### src/revo_pkg.sv
package revo_pkg;

	// bucket index within one revolution, up to 2048 buckets
	localparam int BUCKET_WIDTH = 11;

	// revolutions in one frame9 period
	localparam int REVOS_PER_FRAME = 9;
	localparam int REVO_INDEX_WIDTH = 4;

	localparam int NUM_MARKERS = 4;

	// trigger prescale exponent, 2**N hits per trigger
	localparam int PRESCALE_WIDTH = 5;

	localparam int MARKER_WIDTH = 25;

	// decoded view of one marker word, high bit first
	typedef struct packed {
		logic [REVOS_PER_FRAME-1:0] frame_mask; // bit k fires in revolution k
		logic [2:0]                 spare_hi;
		logic [BUCKET_WIDTH-1:0]    bucket;
		logic [1:0]                 spare_lo;
	} bunch_marker_fields_t;

	// same 25 bits seen as a config word or as fields
	typedef union packed {
		logic [MARKER_WIDTH-1:0] raw;
		bunch_marker_fields_t    fields;
	} bunch_marker_t;

endpackage

### src/bucket_counter.sv
`timescale 1ns/1ps

module bucket_counter #(
	parameter int BUCKETS_PER_REVO = 40
) (
	input  logic                                  clock127,
	input  logic                                  rst_n,
	input  logic                                  revo,
	output logic [revo_pkg::BUCKET_WIDTH-1:0]     bucket,
	output logic [revo_pkg::REVO_INDEX_WIDTH-1:0] revo_index,
	output logic                                  frame,
	output logic                                  frame9
);

	localparam int BW = revo_pkg::BUCKET_WIDTH;
	localparam int RW = revo_pkg::REVO_INDEX_WIDTH;

	localparam logic [BW-1:0] LAST_BUCKET = BW'(BUCKETS_PER_REVO - 1);
	localparam logic [RW-1:0] LAST_REVO = RW'(revo_pkg::REVOS_PER_FRAME - 1);

	logic started; // first revo since reset aligns the frame

	always_ff @(posedge clock127) begin
		if (!rst_n) begin
			bucket     <= '0;
			revo_index <= '0;
			frame      <= 1'b0;
			frame9     <= 1'b0;
			started    <= 1'b0;
		end else begin
			frame  <= revo;
			frame9 <= 1'b0;
			if (revo) begin
				bucket  <= '0;
				started <= 1'b1;
				if (!started || revo_index == LAST_REVO) begin
					revo_index <= '0;
					frame9     <= 1'b1;
				end else begin
					revo_index <= revo_index + 1'b1;
				end
			end else if (bucket == LAST_BUCKET) begin
				bucket <= '0; // free-running wrap, no frame
			end else begin
				bucket <= bucket + 1'b1;
			end
		end
	end

endmodule

### src/bunch_marker_match.sv
`timescale 1ns/1ps

module bunch_marker_match (
	input  logic                                  clock127,
	input  logic                                  rst_n,
	input  logic [revo_pkg::BUCKET_WIDTH-1:0]     bucket,
	input  logic [revo_pkg::REVO_INDEX_WIDTH-1:0] revo_index,
	input  revo_pkg::bunch_marker_t               marker_a,
	input  revo_pkg::bunch_marker_t               marker_b,
	input  revo_pkg::bunch_marker_t               marker_c,
	input  revo_pkg::bunch_marker_t               marker_d,
	output logic                                  hit
);

	revo_pkg::bunch_marker_t          markers [revo_pkg::NUM_MARKERS];
	logic [revo_pkg::NUM_MARKERS-1:0] match;

	assign markers[0] = marker_a;
	assign markers[1] = marker_b;
	assign markers[2] = marker_c;
	assign markers[3] = marker_d;

	// position match gated by the revolution mask
	always_comb begin
		for (int i = 0; i < revo_pkg::NUM_MARKERS; i++) begin
			match[i] = (markers[i].fields.bucket == bucket)
				&& markers[i].fields.frame_mask[revo_index];
		end
	end

	always_ff @(posedge clock127) begin
		if (!rst_n)
			hit <= 1'b0;
		else
			hit <= |match; // overlapping markers give one hit
	end

endmodule

### src/revo_decoder.sv
`timescale 1ns/1ps

// trg36 toggles every clock; one missing toggle marks the revolution.
// a run of three equal samples means the link is gone
module revo_decoder (
	input  logic clock127,
	input  logic rst_n,
	input  logic trg36,
	output logic revo,
	output logic locked
);

	logic trg_q1;     // previous sample
	logic trg_q2;     // sample before that
	logic stuck;      // last edge saw three equal samples
	logic repeat_new; // incoming sample equals previous
	logic repeat_old; // previous pair was already a repeat
	logic clean_revo;

	assign repeat_new = (trg36 == trg_q1);
	assign repeat_old = (trg_q1 == trg_q2);

	// single repeat, toggling resumed, and not the tail of a longer run
	assign clean_revo = repeat_old && !repeat_new && !stuck;

	always_ff @(posedge clock127) begin
		trg_q1 <= trg36;
		trg_q2 <= trg_q1;
	end

	always_ff @(posedge clock127) begin
		if (!rst_n) begin
			revo   <= 1'b0;
			locked <= 1'b0;
			stuck  <= 1'b1; // no clean history yet
		end else begin
			revo  <= clean_revo;
			stuck <= repeat_old && repeat_new;
			if (stuck)
				locked <= 1'b0; // double repeat, link lost
			else if (clean_revo)
				locked <= 1'b1;
		end
	end

endmodule

### src/revo_receiver_top.sv
`timescale 1ns/1ps

module revo_receiver_top #(
	parameter int BUCKETS_PER_REVO = 40
) (
	input  logic                                clock127,
	input  logic                                rst_n,
	input  logic                                trg36,
	input  logic                                trigger_enabled,
	input  logic [revo_pkg::PRESCALE_WIDTH-1:0] prescale_log2,
	input  revo_pkg::bunch_marker_t             marker_a,
	input  revo_pkg::bunch_marker_t             marker_b,
	input  revo_pkg::bunch_marker_t             marker_c,
	input  revo_pkg::bunch_marker_t             marker_d,
	output logic                                xrm_trigger,
	output logic                                frame,
	output logic                                frame9,
	output logic                                locked
);

	logic                                  revo;
	logic [revo_pkg::BUCKET_WIDTH-1:0]     bucket;
	logic [revo_pkg::REVO_INDEX_WIDTH-1:0] revo_index;
	logic                                  hit;

	revo_decoder i_revo_decoder (
		.clock127 (clock127),
		.rst_n    (rst_n),
		.trg36    (trg36),
		.revo     (revo),
		.locked   (locked)
	);

	bucket_counter #(
		.BUCKETS_PER_REVO (BUCKETS_PER_REVO)
	) i_bucket_counter (
		.clock127   (clock127),
		.rst_n      (rst_n),
		.revo       (revo),
		.bucket     (bucket),
		.revo_index (revo_index),
		.frame      (frame),
		.frame9     (frame9)
	);

	bunch_marker_match i_bunch_marker_match (
		.clock127   (clock127),
		.rst_n      (rst_n),
		.bucket     (bucket),
		.revo_index (revo_index),
		.marker_a   (marker_a),
		.marker_b   (marker_b),
		.marker_c   (marker_c),
		.marker_d   (marker_d),
		.hit        (hit)
	);

	trigger_prescaler i_trigger_prescaler (
		.clock127        (clock127),
		.rst_n           (rst_n),
		.hit             (hit),
		.trigger_enabled (trigger_enabled),
		.prescale_log2   (prescale_log2),
		.xrm_trigger     (xrm_trigger)
	);

endmodule

### src/trigger_prescaler.sv
`timescale 1ns/1ps

module trigger_prescaler (
	input  logic                                clock127,
	input  logic                                rst_n,
	input  logic                                hit,
	input  logic                                trigger_enabled,
	input  logic [revo_pkg::PRESCALE_WIDTH-1:0] prescale_log2,
	output logic                                xrm_trigger
);

	localparam int PW = revo_pkg::PRESCALE_WIDTH;
	localparam int COUNT_WIDTH = 16;
	localparam logic [PW-1:0] MAX_LOG2 = PW'(COUNT_WIDTH);

	logic [COUNT_WIDTH-1:0] count;
	logic [COUNT_WIDTH-1:0] count_next;
	logic [PW-1:0]          exp_capped;
	logic [COUNT_WIDTH-1:0] low_mask; // low exp_capped bits set

	assign count_next = count + 1'b1;
	assign exp_capped = (prescale_log2 > MAX_LOG2) ? MAX_LOG2 : prescale_log2;
	assign low_mask   = {COUNT_WIDTH{1'b1}} >> (MAX_LOG2 - exp_capped);

	always_ff @(posedge clock127) begin
		if (!rst_n) begin
			count       <= '0;
			xrm_trigger <= 1'b0;
		end else if (!trigger_enabled) begin
			count       <= '0; // disabled, start over
			xrm_trigger <= 1'b0;
		end else begin
			// fire when the new count is a multiple of 2**N
			xrm_trigger <= hit && ((count_next & low_mask) == '0);
			if (hit)
				count <= count_next;
		end
	end

endmodule

### config.mk
export PLATFORM = sky130hd
export DESIGN_NAME = revo_receiver_top
export DESIGN_NICKNAME = d
export VERILOG_FILES = /design/src/revo_pkg.sv /design/src/bucket_counter.sv /design/src/bunch_marker_match.sv /design/src/revo_decoder.sv /design/src/revo_receiver_top.sv /design/src/trigger_prescaler.sv
export SDC_FILE = /design/constraint.sdc
export NUM_CORES = 1
export LEC_CHECK = 0
export ABC_AREA = 1
export BUFFER_PORTS_ARGS = -buffer_cell sky130_fd_sc_hd__buf_2
export CAP_MARGIN = 20
export CELL_PAD_IN_SITES_DETAIL_PLACEMENT = 0
export CELL_PAD_IN_SITES_GLOBAL_PLACEMENT = 1
export CORE_AREA = 2 2 104 106
export CTS_BUF_LIST = sky130_fd_sc_hd__clkbuf_8
export CTS_CLUSTER_SIZE = 20
export DETAILED_ROUTE_END_ITERATION = 6
export DIE_AREA = 0 0 106 108
export MAX_ROUTING_LAYER = met4
export PLACE_DENSITY = 0.85
export SLEW_MARGIN = 20
export SYNTH_ARGS = -nofsm -noshare
export SYNTH_HDL_FRONTEND = slang
export SYNTH_SLANG_ARGS = --single-unit
### constraint.sdc
create_clock -name clock127 -period 1.92 [get_ports clock127]
set_input_delay 0.192 -clock clock127 [delete_from_list [all_inputs] [get_ports clock127]]
set_output_delay 0.192 -clock clock127 [all_outputs]
set_load 0.02 [all_outputs]
==> impl_results.md <==
- Outcome: complete, no violations
- Post-DP Area: 3870 µm²
- Synthesized area: 3210 µm²
- Slew at the pin closest to its max-slew limit: 583 ps
- Area grow syn2layout: 25.0%
- Synth area leaders: dfxtp_1, nand2_1, nor2_1
- Antenna fix cells: 0
- Synth Register Bits: 41
- Met3 WL: 303 µm
- Via count: 3466
- Yosys Warn Count: 0
- Largest net degree at the start of global routing: 22
- DRC Markers: 0
- Top cells by count, synth: nand2_1, nor2_1, inv_1, dfxtp_1, nand3_1
- CTS Hold Bufs: 0
- Syn nets: 614
- First-pass GRT wire length: 14700 µm
- Grt total ovfl: 0
- Met2 wire length: 4190 µm
- Die width: 106 µm
- Core ar.: 10200 µm²
- Number of buffers created by CTS: 5
- CTS sink count: 41
- Max Cap Viol: 0
- Count leader, synth: nand2_1
- I/O pin cnt: 113
- Post-layout minimum cycle time: 1720 ps
- Worst EP arrival: 1930 ps
- Storage element area: 821 µm²
- Final Hold Vio Count: 0
- Max Clk Rate: 580 MHz
- NumNets Final: 712
- Cell area after layout: 4010 µm²
- Crit end category: register
- Final worst-path cycle share: 89.8%
- Final ANT Viol Nets: 0
- Net switching power: 510 µW
- Ys async rst share: 0%
- FP Rows: 37
- PD cells: 482 nW/µm²
- Top FF cell, synth: dfxtp_1
- Synth top area share: 25.6%
- Setup violators final: 0
- Main combinational cell family by area after synthesis: simple AND/OR/NAND/NOR gates
- Int Power: 1.42 mW
- Port Buf Inserts: 92
- Clock root cell: clkbuf_8
- Crit-path max FO: 5
- Hold crit path type: in2reg
- Fill cell count: 1098
- VDD IR-drop max: 258 µV
- TritonRoute pass-1 iters: 4
- Starting Density: 31.3%
- Antenna violations before repair: 0
- CTS tree: built
- Die ar.: 11400 µm²
- Crit path kind: reg2reg
- Area of the multi-input gates: 2040 µm²
- Mux contribution to synthesized area: 0%
- Leading area contributor after synthesis: dfxtp_1
- Simple-gate portion of the synthesized area: 35.5%
- Final total power: 1.93 mW
- Layout cells sized above 1: 24.3%
- Top Metal Used: met4
- Slew HR: 61.1%
- Gate count of the mapped netlist: 498
- Max Transition Viols Final: 0
- Startpoint Class: register
- Lkg Pwr: 1.89 nW
- Reg-to-reg setup timing slack: 200 ps
- Sw Share: 26.4%
- Clock Tree Buf Depth: 2
- H-tree depth: 2
- Post-synthesis xor/xnor area fraction: 13.7%
- Clock share of power: 36.6%
- Drt total wl: 8640 µm
- Clock skew: 8.49 ps
- Gr usage total: 16.2%
- Yosys cell types: 33
- WL per Instance: 11.8 µm
- Compound-cell area share of the yosys netlist: 11.5%
- Clock Latency Late Sink: 300 ps
- Vias in the first global route: 3348
- Power share of the sequential group: 45.3%
- Dpl hpwl: 6960 µm
- Drt initial violations: 176
- Logic pwr share: 18.1%
- Die Ht: 108 µm
- Placed Cells: 723
- Syn avg cell area: 6.44 µm²
- RSZ-0062 raised after global routing: no
- Wl on met1: 3940 µm
- Sequential fraction of the synthesis area: 25.6%
- Finished Layout Cells: 733
- Worst EP required: 2120 ps
- GPL Wtd Cong: 0.899
- Post-Synth Adder-Cell Area: 2.73%
- Vias/cell: 4.73
- Number of enable flip-flop cells after synthesis: 0
- Clock transition at path regs: 80 ps
## logic make-up after synthesis
family / count (synthesis)
AOI/OAI and AO/OA: 63
and+or+nand+nor: 249
xor gates and xnor gates: 50
buffers and inverters: 88
adders and majority gates: 7
DFF: 41
## repair_timing
| action | 4_1_cts | 5_1_grt |
|---|---|---|
| endpoints found under the setup margin | 0 | 1 |
| setup buffers | 0 | 2 |
| gates resized for setup | 0 | 2 |
## worst max-delay path, cell delays in order, from the launching register on
cell	delay (ps)
dfxtp_1	390
ha_1	220
nand2_2	90
nor2_4	160
buf_4	140
xor2_1	200
nand3_1	100
nand2_1	70
inv_1	40
nand2_1	50
nor2_1	60
nand2_1	70
nor2_2	30
## flip-flops by register name, indices dropped and copies added, names as in the netlist
signal / flops
i_bucket_counter.bucket: 11
i_bucket_counter.frame: 1
i_bucket_counter.frame9: 1
i_bucket_counter.revo_index: 4
i_bucket_counter.started: 1
i_bunch_marker_match.hit: 1
i_revo_decoder.locked: 1
i_revo_decoder.revo: 1
i_revo_decoder.stuck: 1
i_revo_decoder.trg_q1: 1
i_revo_decoder.trg_q2: 1
i_trigger_prescaler.count: 16
i_trigger_prescaler.xrm_trigger: 1
## metrics by stage
stage / hold slack [ps] / utilization [%] / setup TNS (ps) / setup WS (ps)
floorplan: 220 / - / 0 / 105
global placement: 329 / 37.8 / -32.4 / -32.4
detailed placement: 332 / 37.8 / -73.2 / -73.2
CTS: 22.9 / 39.0 / 0 / 167
global route: 19.6 / 39.2 / 0 / 5.02
finish: 23.5 / 39.2 / 0 / 197
## cell usage in the layout, fill, tap and decap left out, types with 8 or more instances in the layout
master,synthesis,layout
a21oi_1,12,12
inv_1,64,63
nor2_1,67,67
nor4_1,9,9
nand4_1,17,17
nand2_2,8,8
o221ai_1,8,8
nand2_1,85,85
xor2_1,28,27
nand3_1,38,38
xnor2_1,22,22
o21ai_0,32,32
buf_4,1,20
dfxtp_1,41,41
nor3_1,11,11
buf_2,13,92
## worst paths after layout
path / from / to / depth (start not counted)
worst max-delay path: i_trigger_prescaler.count[1] / i_trigger_prescaler.xrm_trigger / 12
worst min-delay path: trg36 / i_revo_decoder.trg_q1 / 1
worst max register to register: i_trigger_prescaler.count[1] / i_trigger_prescaler.xrm_trigger / 12
worst min register to register: i_revo_decoder.trg_q1 / i_revo_decoder.trg_q2 / 0
## power groups by stage
stage / Clock (mW) / Combinational [mW] / Sequential, mW
after floorplan: 0 / 0.192 / 0.892
after global placement: 0 / 0.341 / 0.894
after detailed placement: 0 / 0.349 / 0.895
after CTS: 0.727 / 0.351 / 0.875
after global routing: 0.758 / 0.395 / 0.876
final: 0.706 / 0.350 / 0.874
## layout make-up
type	instances	area share (%)
sequential	41	20.5
inverter	67	6.28
clock inverter	3	1.16
multi-input combinational	369	50.9
clock buffer	5	1.72
timing repair buffer	112	15.2
tap	136	4.25
## metal layers
| metal | GRT usage, % | vias to the layer above |
|---|---|---|
| met5 | - | - |
| met4 | 6.02 | 0 |
| met3 | 2.29 | 17 |
| met2 | 28.1 | 54 |
| met1 | 19.2 | 1586 |
| li1 | - | 1809 |
No activity file was read; power rests on OpenSTA's default activity.
